==> src/design/clip_pkg.sv <==
// clip stage package with stream widths, types, flux count and register map
package clip_pkg;

    // stream geometry
    localparam int FLUX         = 2;
    localparam int TAG_WIDTH    = (FLUX > 1) ? $clog2(FLUX) : 1;
    localparam int FIFO_DEPTH   = 4;
    localparam int SAMPLE_WIDTH = 16;
    localparam int PEL_WIDTH    = 8;

    typedef logic signed [SAMPLE_WIDTH-1:0] sample_t;
    typedef logic [PEL_WIDTH-1:0]           pel_t;
    typedef logic [TAG_WIDTH-1:0]           tag_t;
    typedef logic [FLUX-1:0]                flux_mask_t;
    typedef logic [15:0]                    sat_count_t;

    // AXI4-Lite widths
    typedef logic [3:0]  axi_addr_t;
    typedef logic [31:0] axi_data_t;
    typedef logic [1:0]  axi_resp_t;

    localparam axi_resp_t RESP_OKAY = 2'b00;

    // register map
    localparam axi_addr_t REG_CTRL    = 4'h0;
    localparam axi_addr_t REG_CLIP_LO = 4'h4;
    localparam axi_addr_t REG_CLIP_HI = 4'h8;
    localparam axi_addr_t REG_SAT_CNT = 4'hC;

    // reset values, all fluxes on and full pel range
    localparam flux_mask_t CTRL_RESET    = '1;
    localparam pel_t       CLIP_LO_RESET = 8'd0;
    localparam pel_t       CLIP_HI_RESET = 8'd255;

endpackage

==> src/design/pel_fifo.sv <==
// pel FIFO that buffers one flux with a show-ahead head and registered flags
module pel_fifo #(
    parameter int WIDTH = 8,
    parameter int DEPTH = 4
) (
    input  logic             clk,
    input  logic             rst_n,
    input  logic             write,
    input  logic [WIDTH-1:0] din,
    output logic             full,
    input  logic             read,
    output logic [WIDTH-1:0] dout,
    output logic             empty
);

    // storage, no reset needed on the payload
    logic [WIDTH-1:0] mem [DEPTH];

    // pointers wrap naturally since DEPTH is a power of two
    logic [$clog2(DEPTH)-1:0]   wr_ptr;
    logic [$clog2(DEPTH)-1:0]   rd_ptr;
    logic [$clog2(DEPTH+1)-1:0] count;
    logic [$clog2(DEPTH+1)-1:0] count_next;

    logic do_write;
    logic do_read;

    // writes while full and reads while empty are dropped
    assign do_write = write && !full;
    assign do_read  = read && !empty;

    always_comb
    begin
        count_next = count;
        if (do_write && !do_read)
            count_next = count + 1'b1;
        else if (do_read && !do_write)
            count_next = count - 1'b1;
    end

    always_ff @(posedge clk)
    begin
        if (!rst_n)
        begin
            wr_ptr <= '0;
            rd_ptr <= '0;
            count  <= '0;
            empty  <= 1'b1;
            full   <= 1'b0;
        end
        else
        begin
            if (do_write)
                wr_ptr <= wr_ptr + 1'b1;
            if (do_read)
                rd_ptr <= rd_ptr + 1'b1;
            count <= count_next;
            // flags follow the next occupancy so they stay registered
            empty <= (count_next == 0);
            full  <= (count_next == DEPTH);
        end
    end

    always_ff @(posedge clk)
    begin
        if (do_write)
            mem[wr_ptr] <= din;
    end

    // head entry shows without a read
    assign dout = mem[rd_ptr];

    a_count_bound: assert property (@(posedge clk) disable iff (!rst_n)
        count <= DEPTH);

endmodule

==> src/design/clip_actor.sv <==
// clip actor that picks the lowest ready flux and saturates its sample to a pel
module clip_actor (
    input  logic                                   clk,
    input  logic                                   rst_n,
    input  clip_pkg::flux_mask_t                   in_empty,
    input  clip_pkg::sample_t [clip_pkg::FLUX-1:0] in_head,
    output clip_pkg::flux_mask_t                   in_read,
    input  clip_pkg::flux_mask_t                   out_full,
    output clip_pkg::flux_mask_t                   out_write,
    output clip_pkg::pel_t                         out_pel,
    input  clip_pkg::flux_mask_t                   enable,
    input  clip_pkg::pel_t                         clip_lo,
    input  clip_pkg::pel_t                         clip_hi,
    output logic                                   sat_pulse
);

    import clip_pkg::*;

    flux_mask_t ready;
    tag_t       win;
    logic       found;
    sample_t    head_sel;
    sample_t    lo_ext;
    sample_t    hi_ext;
    logic       clip_hit;

    // a flux can move when enabled, holding data and with room downstream
    assign ready = enable & ~in_empty & ~out_full;

    // priority search, walking down so the lowest index is kept last
    always_comb
    begin
        found = 1'b0;
        win   = '0;
        for (int i = FLUX - 1; i >= 0; i--)
        begin
            if (ready[i])
            begin
                found = 1'b1;
                win   = tag_t'(i);
            end
        end
    end

    assign head_sel = in_head[win];

    // bounds widened to signed 16 bits for the compare
    assign lo_ext = {8'h00, clip_lo};
    assign hi_ext = {8'h00, clip_hi};

    // upper test first, so crossed bounds resolve to clip_hi
    always_comb
    begin
        if (head_sel > hi_ext)
        begin
            out_pel  = clip_hi;
            clip_hit = 1'b1;
        end
        else if (head_sel < lo_ext)
        begin
            out_pel  = clip_lo;
            clip_hit = 1'b1;
        end
        else
        begin
            out_pel  = head_sel[PEL_WIDTH-1:0];
            clip_hit = 1'b0;
        end
    end

    assign in_read   = found ? (flux_mask_t'(1) << win) : '0;
    // lowest set bit of ready, an independent path to the same winner
    assign out_write = ready & (~ready + 1'b1);
    assign sat_pulse = found && clip_hit;

    a_strobe_onehot: assert property (@(posedge clk) disable iff (!rst_n)
        $onehot0(out_write));

    a_strobe_match: assert property (@(posedge clk) disable iff (!rst_n)
        in_read == out_write);

endmodule

==> src/design/clip_regs.sv <==
// AXI4-Lite register block with enable mask, clip bounds and saturation counter
module clip_regs (
    input  logic                  clk,
    input  logic                  rst_n,
    input  logic                  awvalid,
    output logic                  awready,
    input  clip_pkg::axi_addr_t   awaddr,
    input  logic                  wvalid,
    output logic                  wready,
    input  clip_pkg::axi_data_t   wdata,
    input  logic [3:0]            wstrb,
    output logic                  bvalid,
    input  logic                  bready,
    output clip_pkg::axi_resp_t   bresp,
    input  logic                  arvalid,
    output logic                  arready,
    input  clip_pkg::axi_addr_t   araddr,
    output logic                  rvalid,
    input  logic                  rready,
    output clip_pkg::axi_data_t   rdata,
    output clip_pkg::axi_resp_t   rresp,
    input  logic                  sat_pulse,
    output clip_pkg::flux_mask_t  enable,
    output clip_pkg::pel_t        clip_lo,
    output clip_pkg::pel_t        clip_hi
);

    import clip_pkg::*;

    typedef enum logic [1:0] {
        WR_IDLE,
        WR_WAIT_DATA,
        WR_WAIT_ADDR,
        WR_RESP
    } wr_state_t;

    typedef enum logic {
        RD_IDLE,
        RD_RESP
    } rd_state_t;

    wr_state_t  wr_state;
    rd_state_t  rd_state;
    axi_addr_t  aw_addr_q;
    axi_data_t  w_data_q;
    logic [3:0] w_strb_q;
    axi_addr_t  wr_addr;
    axi_data_t  wr_data;
    logic [3:0] wr_strb;
    logic       wr_fire;
    axi_data_t  rd_mux;
    axi_data_t  rdata_q;
    sat_count_t sat_cnt;

    assign awready = (wr_state == WR_IDLE) || (wr_state == WR_WAIT_ADDR);
    assign wready  = (wr_state == WR_IDLE) || (wr_state == WR_WAIT_DATA);
    assign bvalid  = (wr_state == WR_RESP);
    assign bresp   = RESP_OKAY;

    // merge live and captured halves into one register write
    always_comb
    begin
        wr_fire = 1'b0;
        wr_addr = aw_addr_q;
        wr_data = w_data_q;
        wr_strb = w_strb_q;
        case (wr_state)
            WR_IDLE:
            begin
                wr_addr = awaddr;
                wr_data = wdata;
                wr_strb = wstrb;
                wr_fire = awvalid && wvalid;
            end
            WR_WAIT_DATA:
            begin
                wr_data = wdata;
                wr_strb = wstrb;
                wr_fire = wvalid;
            end
            WR_WAIT_ADDR:
            begin
                wr_addr = awaddr;
                wr_fire = awvalid;
            end
            default:
            begin
                wr_fire = 1'b0;
            end
        endcase
    end

    always_ff @(posedge clk)
    begin
        if (!rst_n)
            wr_state <= WR_IDLE;
        else if (wr_fire)
            wr_state <= WR_RESP;
        else if (wr_state == WR_IDLE && awvalid)
            wr_state <= WR_WAIT_DATA;
        else if (wr_state == WR_IDLE && wvalid)
            wr_state <= WR_WAIT_ADDR;
        else if (wr_state == WR_RESP && bready)
            wr_state <= WR_IDLE;
    end

    // hold whichever half arrived first
    always_ff @(posedge clk)
    begin
        if (wr_state == WR_IDLE && awvalid)
            aw_addr_q <= awaddr;
        if (wr_state == WR_IDLE && wvalid)
        begin
            w_data_q <= wdata;
            w_strb_q <= wstrb;
        end
    end

    always_ff @(posedge clk)
    begin
        if (!rst_n)
        begin
            enable  <= CTRL_RESET;
            clip_lo <= CLIP_LO_RESET;
            clip_hi <= CLIP_HI_RESET;
        end
        else if (wr_fire && wr_strb[0])
        begin
            case (wr_addr)
                REG_CTRL:    enable  <= wr_data[FLUX-1:0];
                REG_CLIP_LO: clip_lo <= wr_data[PEL_WIDTH-1:0];
                REG_CLIP_HI: clip_hi <= wr_data[PEL_WIDTH-1:0];
                default:     enable  <= enable;
            endcase
        end
    end

    // clear on any write, otherwise count up and stick at the top
    always_ff @(posedge clk)
    begin
        if (!rst_n)
            sat_cnt <= '0;
        else if (wr_fire && wr_addr == REG_SAT_CNT)
            sat_cnt <= '0;
        else if (sat_pulse && sat_cnt != '1)
            sat_cnt <= sat_cnt + 1'b1;
    end

    always_comb
    begin
        case (araddr)
            REG_CTRL:    rd_mux = axi_data_t'(enable);
            REG_CLIP_LO: rd_mux = axi_data_t'(clip_lo);
            REG_CLIP_HI: rd_mux = axi_data_t'(clip_hi);
            REG_SAT_CNT: rd_mux = axi_data_t'(sat_cnt);
            default:     rd_mux = '0;
        endcase
    end

    always_ff @(posedge clk)
    begin
        if (!rst_n)
            rd_state <= RD_IDLE;
        else if (rd_state == RD_IDLE && arvalid)
            rd_state <= RD_RESP;
        else if (rd_state == RD_RESP && rready)
            rd_state <= RD_IDLE;
    end

    always_ff @(posedge clk)
    begin
        if (rd_state == RD_IDLE && arvalid)
            rdata_q <= rd_mux;
    end

    assign arready = (rd_state == RD_IDLE);
    assign rvalid  = (rd_state == RD_RESP);
    assign rdata   = rdata_q;
    assign rresp   = RESP_OKAY;

    a_bvalid_hold: assert property (@(posedge clk) disable iff (!rst_n)
        bvalid && !bready |=> bvalid);

    a_rvalid_hold: assert property (@(posedge clk) disable iff (!rst_n)
        rvalid && !rready |=> rvalid && $stable(rdata));

endmodule

==> src/design/clip_top.sv <==
// clip subsystem top tying stream FIFOs, the clip actor and its registers together
module clip_top (
    input  logic                                   clk,
    input  logic                                   rst_n,
    input  clip_pkg::flux_mask_t                   in_write,
    input  clip_pkg::sample_t [clip_pkg::FLUX-1:0] in_din,
    output clip_pkg::flux_mask_t                   in_full,
    input  clip_pkg::flux_mask_t                   out_read,
    output clip_pkg::pel_t [clip_pkg::FLUX-1:0]    out_dout,
    output clip_pkg::flux_mask_t                   out_empty,
    input  logic                                   awvalid,
    output logic                                   awready,
    input  clip_pkg::axi_addr_t                    awaddr,
    input  logic                                   wvalid,
    output logic                                   wready,
    input  clip_pkg::axi_data_t                    wdata,
    input  logic [3:0]                             wstrb,
    output logic                                   bvalid,
    input  logic                                   bready,
    output clip_pkg::axi_resp_t                    bresp,
    input  logic                                   arvalid,
    output logic                                   arready,
    input  clip_pkg::axi_addr_t                    araddr,
    output logic                                   rvalid,
    input  logic                                   rready,
    output clip_pkg::axi_data_t                    rdata,
    output clip_pkg::axi_resp_t                    rresp
);

    import clip_pkg::*;

    flux_mask_t            in_empty;
    sample_t [FLUX-1:0]    in_head;
    flux_mask_t            act_read;
    flux_mask_t            act_write;
    flux_mask_t            out_full;
    pel_t                  act_pel;
    flux_mask_t            enable;
    pel_t                  clip_lo;
    pel_t                  clip_hi;
    logic                  sat_pulse;

    // one input and one output queue per flux
    for (genvar g = 0; g < FLUX; g++)
    begin : g_flux
        pel_fifo #(
            .WIDTH (SAMPLE_WIDTH),
            .DEPTH (FIFO_DEPTH)
        ) u_in_fifo (
            .clk   (clk),
            .rst_n (rst_n),
            .write (in_write[g]),
            .din   (in_din[g]),
            .full  (in_full[g]),
            .read  (act_read[g]),
            .dout  (in_head[g]),
            .empty (in_empty[g])
        );

        // the shared pel lands only where the write strobe points
        pel_fifo #(
            .WIDTH (PEL_WIDTH),
            .DEPTH (FIFO_DEPTH)
        ) u_out_fifo (
            .clk   (clk),
            .rst_n (rst_n),
            .write (act_write[g]),
            .din   (act_pel),
            .full  (out_full[g]),
            .read  (out_read[g]),
            .dout  (out_dout[g]),
            .empty (out_empty[g])
        );
    end

    clip_actor u_actor (
        .clk       (clk),
        .rst_n     (rst_n),
        .in_empty  (in_empty),
        .in_head   (in_head),
        .in_read   (act_read),
        .out_full  (out_full),
        .out_write (act_write),
        .out_pel   (act_pel),
        .enable    (enable),
        .clip_lo   (clip_lo),
        .clip_hi   (clip_hi),
        .sat_pulse (sat_pulse)
    );

    clip_regs u_regs (
        .clk       (clk),
        .rst_n     (rst_n),
        .awvalid   (awvalid),
        .awready   (awready),
        .awaddr    (awaddr),
        .wvalid    (wvalid),
        .wready    (wready),
        .wdata     (wdata),
        .wstrb     (wstrb),
        .bvalid    (bvalid),
        .bready    (bready),
        .bresp     (bresp),
        .arvalid   (arvalid),
        .arready   (arready),
        .araddr    (araddr),
        .rvalid    (rvalid),
        .rready    (rready),
        .rdata     (rdata),
        .rresp     (rresp),
        .sat_pulse (sat_pulse),
        .enable    (enable),
        .clip_lo   (clip_lo),
        .clip_hi   (clip_hi)
    );

endmodule

==> config.mk <==
export PLATFORM = sky130hd
export DESIGN_NAME = clip_top
export DESIGN_NICKNAME = d
export VERILOG_FILES = /design/src/design/clip_pkg.sv /design/src/design/pel_fifo.sv /design/src/design/clip_actor.sv /design/src/design/clip_regs.sv /design/src/design/clip_top.sv
export SDC_FILE = /design/constraint.sdc
export NUM_CORES = 1
export LEC_CHECK = 0
export ABC_AREA = 0
export BUFFER_PORTS_ARGS = -buffer_cell sky130_fd_sc_hd__buf_4
export CORE_AREA = 10 10 210 212
export DETAILED_ROUTE_END_ITERATION = 7
export DIE_AREA = 0 0 220 222
export GPL_TIMING_DRIVEN = 0
export PLACE_DENSITY = 0.48
export SETUP_SLACK_MARGIN = 0.5
export SLEW_MARGIN = 25
export SYNTH_ARGS = -nofsm -noshare
export SYNTH_HDL_FRONTEND = slang
export SYNTH_SLANG_ARGS = --single-unit
==> constraint.sdc <==
create_clock -name clk -period 4.34 [get_ports clk]
set_input_delay 0.217 -clock clk [delete_from_list [all_inputs] [get_ports clk]]
set_output_delay 0.217 -clock clk [all_outputs]
set_load 0.01 [all_outputs]
After elaboration in Yosys (flattened, before gate mapping)
Memory sizes are Yosys's and may differ from the RTL's. A register that Yosys moved wholly into a read port is not among the register bits.
Cells that the tools add are included.

storage, ports and cells
  flip-flop bits (word level) = 118
  bits in writable memories = 192
  output and inout port bits = 61
  logic and storage cells = 182
  memories kept = 4

operators by class
  $add $sub $neg = 18
  $lt $le $gt $ge = 3
  equal/unequal tests = 14
  shift operators = 1
  multiplexer cells = 45
  bitwise operators = 8
  reduce and logical (&&, ||, !) cells = 59

memories
  memory                    words  bits a word  read ports  clocked after Yosys merged registers in  wr ports  RTL line        text
  g_flux[0].u_in_fifo.mem   4      16           1           1                                        1         pel_fifo.sv:17  logic [WIDTH-1:0] mem [DEPTH];
  g_flux[1].u_in_fifo.mem   4      16           1           1                                        1         pel_fifo.sv:17
  g_flux[0].u_out_fifo.mem  4      8            1           1                                        1         pel_fifo.sv:17
  g_flux[1].u_out_fifo.mem  4      8            1           1                                        1         pel_fifo.sv:17

operators with widths
  kind                                                                    count
  16-bit one-hot mux with 4 select lines                                  1
  16-bit two-way mux                                                      2
  1-bit logical AND                                                       26
  2-bit two-way mux                                                       13
  3-bit two-way mux                                                       8
  8-bit two-way mux                                                       3
  2-bit by 1-bit adder with 2-bit output (second input constant)          9
  16-bit by 1-bit adder with 16-bit output (second input constant)        1
  4-bit equality test (second input constant)                             4
  16-bit by 9-bit greater-than comparator with 1-bit output               1
  1-bit logical NOT                                                       16
  16-bit by 9-bit less-than comparator with 1-bit output                  1
  1-bit two-way mux                                                       16
  16-bit != test (second input constant)                                  1
  3-bit by 1-bit adder with 3-bit output (second input constant)          4
  3-bit equality test (second input constant)                             4
  3-bit logical NOT                                                       4
  3-bit by 1-bit subtractor with 3-bit output (second input constant)     4
  4-bit by 3-bit equality test with 1-bit output (second input constant)  2
  4-bit logical NOT                                                       2
  2-bit bitwise AND                                                       3
  2-bit NOT                                                               3
  2-bit AND reduction                                                     3
  2-bit OR reduction                                                      3
  other kinds (11)                                                        14

Longest topological paths before layout
  depth after elaboration = 12
  mapped depth = 16

Hierarchy
A second synthesis with hierarchy kept.

unflattened totals
  cell total of the unflattened synthesis = 987
  area, all modules = 13735.7 um^2

by module, submodules not included
  module                           instances  cells an instance  area each (um^2)  sequential area each (um^2)
  clip_regs                        1          304                3210.6            1611.5
  pel_fifo (g_flux[0].u_in_fifo)   1          151                2956.6            2142.1
  pel_fifo (g_flux[1].u_in_fifo)   1          154                2950.3            2142.1
  pel_fifo (g_flux[1].u_out_fifo)  1          113                1825.5            1181.1
  pel_fifo (g_flux[0].u_out_fifo)  1          112                1794.2            1181.1
  clip_actor                       1          153                998.5             0.0

Least setup slack after synthesis
No wires, ideal clock.

  path kind = reg-to-reg
  start point = register u_regs.enable[0]
  end point = memory g_flux[0].u_out_fifo.mem[0][7], data pin
  setup time = 0.272 ns
  arrival time = 3.419 ns
  data required time = 4.068 ns
  path slack = 0.649 ns
  stages on the path, launching flop included = 15
  period minus slack after synthesis = 3.691 ns
  cell sequence = dfxtp_1 -> or3b_2 -> clkbuf_1 -> nand2_1 -> clkbuf_1 -> nand2_1 -> nand2_1 -> ha_1 -> a21oi_1 -> nor2b_1 -> o31ai_1 -> a21oi_1 -> nor4_1 -> nand3_1 -> o221a_2

between the ends
  cells in the longest elaborated chain, start to end = 8
  elaborated cells on any way between the ends = 9

RTL lines
  item                                                       RTL line          text
  start, declared                                            clip_regs.sv:23   output clip_pkg::flux_mask_t enable,
  start signal, assigned                                     clip_regs.sv:130  REG_CTRL: enable <= wr_data[FLUX-1:0];
  start signal, assigned                                     clip_regs.sv:133  default: enable <= enable;
  2-bit bitwise AND (*) (2 in a row)                         clip_actor.sv:28  assign ready = enable & ~in_empty & ~out_full;
  1-bit two-way mux (*)                                      clip_actor.sv:37  if (ready[i])
  16-bit two-way mux (implied by the code) (*) (2 in a row)  clip_actor.sv:45  assign head_sel = in_head[win];
  16-bit by 9-bit less-than comparator with 1-bit output     clip_actor.sv:59  else if (head_sel < lo_ext)
  8-bit two-way mux                                          clip_actor.sv:59
  8-bit two-way mux (*)                                      clip_actor.sv:54  if (head_sel > hi_ext)
  via act_pel[7]                                             clip_top.sv:37    pel_t act_pel;
  end, declared                                              pel_fifo.sv:17

The timed path passes the listed nets; every way through them passes the cells marked *. The select of a mux whose other input is x is not followed.

Worst setup path in the final report
  start point = register u_regs.enable[0]
  end point = memory g_flux[1].u_out_fifo.mem[2][2], in the netlist g_flux[1].u_out_fifo.mem[1][2], data pin

between the ends
  cells in the longest elaborated chain, start to end = 8
  elaborated cells on any way between the ends = 9

RTL lines
  item                                                       RTL line
  2-bit bitwise AND (*) (2 in a row)                         clip_actor.sv:28
  1-bit two-way mux (*)                                      clip_actor.sv:37
  16-bit two-way mux (implied by the code) (*) (2 in a row)  clip_actor.sv:45
  16-bit by 9-bit less-than comparator with 1-bit output     clip_actor.sv:59
  8-bit two-way mux                                          clip_actor.sv:59
  8-bit two-way mux (*)                                      clip_actor.sv:54
  via act_pel[2]                                             clip_top.sv:37
  end, declared                                              pel_fifo.sv:17

Marked as above.

==> results.sh <==
export IMPL_outcome="finished clean"
export IMPL_antenna_found_initial=0
export IMPL_ios=148
export IMPL_layout_drive_gt1_share_pct=23.4
export IMPL_finalHoldViolCount=0
export IMPL_post_route_util_pct=40.2
export IMPL_drv_cap=0
export IMPL_grt_pass1_wl_microns=44900
export IMPL_synth_edf_count=221
export IMPL_clock_tree_root_cell="clkbuf_16"
export IMPL_timing_rr_end="g_flux[1].u_out_fifo.mem[1][2]$_DFFE_PP_"
export IMPL_drc=0
export IMPL_clk_latency_ns=0.51
export IMPL_dieArea_sq_um=48800
export IMPL_grt_overflow_total=0
export IMPL_dr_pass1_iters=4
export IMPL_yosys_warnings=0
export IMPL_synthArstFlopShare_pct=0
export IMPL_portBuffers=98
export IMPL_hold_ws_ns=0.0339
export IMPL_arrival_ns=3.99
export IMPL_ctsLongestPathBuffers=3
export IMPL_max_freq_mhz=274
export IMPL_cp_max_fo=10
export IMPL_die_w_microns=220
export IMPL_end_kind="flop"
export IMPL_reg2reg_slack_ns=0.68
export IMPL_yosysUniqueCellTypes=54
export IMPL_syn2layout_area_growth_pct=26.3
export IMPL_vdd_ir_drop_worst_v=0.000278
export IMPL_required_ns=4.68
export IMPL_stdcell_count=1672
export IMPL_yosysSeqAreaShare_pct=65.5
export IMPL_synth_area_leaders="edfxtp_1 (53%), dfxtp_1 (13%), mux4_2 (6.4%)"
export IMPL_max_slew_margin_pct=27.4
export IMPL_rows=73
export IMPL_die_h_microns=222
export IMPL_drv_slew=0
export IMPL_synth_most_common_cell="edfxtp_1"
export IMPL_synth_seq_cells=302
export IMPL_setup_viol=0
export IMPL_final_nets=1247
export IMPL_synth_flop_cell="edfxtp_1"
export IMPL_crit_chain="or3b_2 -> buf_4 -> nand2_4 -> buf_6 -> nand2_1 -> nand2_1 -> ha_1 -> a21o_1 -> a21oi_1 -> nor2b_1 -> a2111oi_4 -> buf_4 -> nor4_4 -> buf_4 -> nand3_1 -> o221a_4"
export IMPL_timing_rr_start="u_regs.enable[0]$_SDFFE_PN1P_"
export IMPL_cts_tree="yes"
export IMPL_critPathMaxStageDelay_ns=0.47
export IMPL_dp_hpwl_microns=21000
export IMPL_yosys_top_cells_count="edfxtp_1 (221), dfxtp_1 (81), nand2_1 (79), nor2_1 (60), ha_1 (40)"
export IMPL_p_leak_nw=5.75
export IMPL_cpMostUsedCell="buf_4"
export IMPL_synthCells=911
export IMPL_cp_start_kind="flop"
export IMPL_track_usage_pct=11.8
export IMPL_cts_sinks=302
export IMPL_htree_levels=2
export IMPL_syn_area_sq_um=12600
export IMPL_worst_path_stages=16
export IMPL_worstSetupPathType="flop to flop"
export IMPL_yosysTopAreaCellShare_pct=52.6
export IMPL_slowest_stage="a2111oi_4"
export IMPL_hold_depth=3
export IMPL_place_area_sq_um=14100
export IMPL_layout_min_cycle_time_ns=3.66
export IMPL_cp_num_buf_inv=4
export IMPL_final_area_sq_um=15900
export IMPL_fillers=3744
export IMPL_grt_pass1_vias=7789
export IMPL_drt_total_wl_microns=29300
export IMPL_vias=7658
export IMPL_avgSynthCellArea_sq_um=13.8
export IMPL_powerDensity_nw_per_um2=611
export IMPL_path_clk_slew_ns=0.06
export IMPL_via_per_inst=4.58
export IMPL_crit_family="compound AO/OA/AOI/OAI gates"
export IMPL_numCtsBuffers=35
export IMPL_antenna_cells=0
export IMPL_drt_first_iter_violations=329
export IMPL_core_area_sq_um=39600
export IMPL_wl_per_cell_microns=17.5
export IMPL_skew_ns=0.0224
export IMPL_min_from="wvalid"
export IMPL_initial_core_util_pct=31.8
export IMPL_yosys_area_top_type="edfxtp_1"
export IMPL_place_gp_congestion=0.796
export IMPL_hold_path_class="input pin to flop"
export IMPL_fin_tns_setup_ns=0
export IMPL_placed_cells=1553
export IMPL_antenna_left=0
export IMPL_rsz0062_at_grt="yes"
export IMPL_hold_end="u_regs.wr_state[1]$_SDFFE_PN0P_"
export IMPL_grt_start_max_net_pins=17
export IMPL_r2r_cells=16
export IMPL_tightest_slew_ns=1.08
export IMPL_finalCritPeriodShare_pct=84.2
-- state kept, by name, summed over array words and instances, names as in the netlist, 4 cells and up, named ones only --
| signal | flops |
|---|---|
| g_flux.u_in_fifo.mem | 128 |
| g_flux.u_out_fifo.mem | 64 |
| u_regs.rdata | 16 |
| u_regs.sat_cnt | 16 |
| u_regs.clip_hi | 8 |
| u_regs.clip_lo | 8 |
| u_regs.w_data_q | 8 |
| g_flux.u_in_fifo.count | 6 |
| g_flux.u_out_fifo.count | 6 |
| g_flux.u_in_fifo.rd_ptr | 4 |
| g_flux.u_in_fifo.wr_ptr | 4 |
| g_flux.u_out_fifo.rd_ptr | 4 |
| g_flux.u_out_fifo.wr_ptr | 4 |
| u_regs.aw_addr_q | 4 |
-- cells by family after synthesis --
group	share of synthesized area, %
other	0.0297
AO/OA/AOI/OAI	6.93
AND/OR/NAND/NOR	10.8
flip-flops	65.5
XOR/XNOR	1.53
buffers and inverters	3.75
multiplexers	7.54
adder cells (fa/ha/maj)	3.97
-- worst register-to-register path, stage by stage (launching register included) --
cell	delay, ns
dfxtp_4	0.37
or3b_2	0.46
buf_4	0.19
nand2_4	0.10
buf_6	0.15
nand2_1	0.07
nand2_1	0.13
ha_1	0.26
a21o_1	0.18
a21oi_1	0.14
nor2b_1	0.08
a2111oi_4	0.48
buf_4	0.20
nor4_4	0.04
buf_4	0.20
nand3_1	0.14
o221a_4	0.28
-- worst max path at each step --
| stage | startpoint | endpoint |
|---|---|---|
| floorplan | u_regs.enable[0]$_SDFFE_PN1P_ | g_flux[0].u_out_fifo.mem[0][7]$_DFFE_PP_ |
| global placement | u_regs.enable[1]$_SDFFE_PN1P_ | g_flux[1].u_out_fifo.mem[2][7]$_DFFE_PP_ |
| detailed placement | u_regs.enable[1]$_SDFFE_PN1P_ | g_flux[1].u_out_fifo.mem[3][7]$_DFFE_PP_ |
| CTS | flop | g_flux[1].u_out_fifo.mem[3][0]$_DFFE_PP_ |
| global route | flop | g_flux[1].u_out_fifo.mem[1][1]$_DFFE_PP_ |
| finish | u_regs.enable[0]$_SDFFE_PN1P_ | g_flux[1].u_out_fifo.mem[1][2]$_DFFE_PP_ |
-- cells in the final DEF (no fill, tap or decap), drive strengths merged, types with 4 or more instances in the layout --
cell type and n:
o31ai 5, a22oi 10, mux4 36, nand2b 5, o21ai 29, xor2 8, a211oi 13, ha 40
nor2b 15, o221a 8, nand2 79, or2 4, dfxtp 81, mux2i 5, and3 13, or4 6
or3 10, o41ai 4, nor3 11, inv 40, clkbuf 66, a21oi 36, edfxtp 221, nand3 19
nor2 60, clkinv 15, buf 140, conb 20, xnor2 14, a311oi 4, nor4 8, o211ai 11
and2 27, dlygate4sd3 49, mux2 8
-- power breakdown --
group	switching, mW	leakage (nW)	internal (mW)
sequential	0.170	2.70	3.73
clock	1.16	0.545	1.70
combinational	1.67	2.51	1.30
-- through the flow --
| step | total power, mW | worst slack [ns] |
|---|---|---|
| after global placement | 6.61 | -0.996 |
| final | 9.73 | 0.684 |
| after global routing | 10.3 | 0.502 |
| after floorplan | 5.69 | 0.649 |
| after detailed placement | 6.66 | -0.565 |
| after CTS | 9.78 | 0.539 |
-- routing by layer --
metal	GRT usage (%)	routed length, microns	up-vias	share of wire (%)
met3	2.07	1060	34	3.6
met5	0	0	-	0
li1	-	-	3777	-
met1	15.7	13400	3729	46
met2	19.3	14300	118	49
met4	3.02	470	0	1.6
-- final cells by class --
| class | count | area [sq um] | share of cell area (%) |
|---|---|---|---|
| Sequential cell | 302 | 8260 | 51.9 |
| Multi-Input combinational cell | 531 | 4100 | 25.8 |
| Buffer | 59 | 369 | 2.32 |
| Clock inverter | 21 | 196 | 1.23 |
| Tap cell | 525 | 657 | 4.13 |
| Inverter | 38 | 143 | 0.896 |
| Timing Repair Buffer | 153 | 1270 | 7.98 |
| Clock buffer | 43 | 920 | 5.78 |
-- repair_timing --
action                                  4_1_cts  5_1_grt
setup buffers                                 2        4
endpoints found under the setup margin       80       80
pin swaps                                     3       10
hold endpoints to repair                    144        0
hold buffers                                 49        0
gates resized for setup                      31       19
No activity file was read; power rests on OpenSTA's default activity.
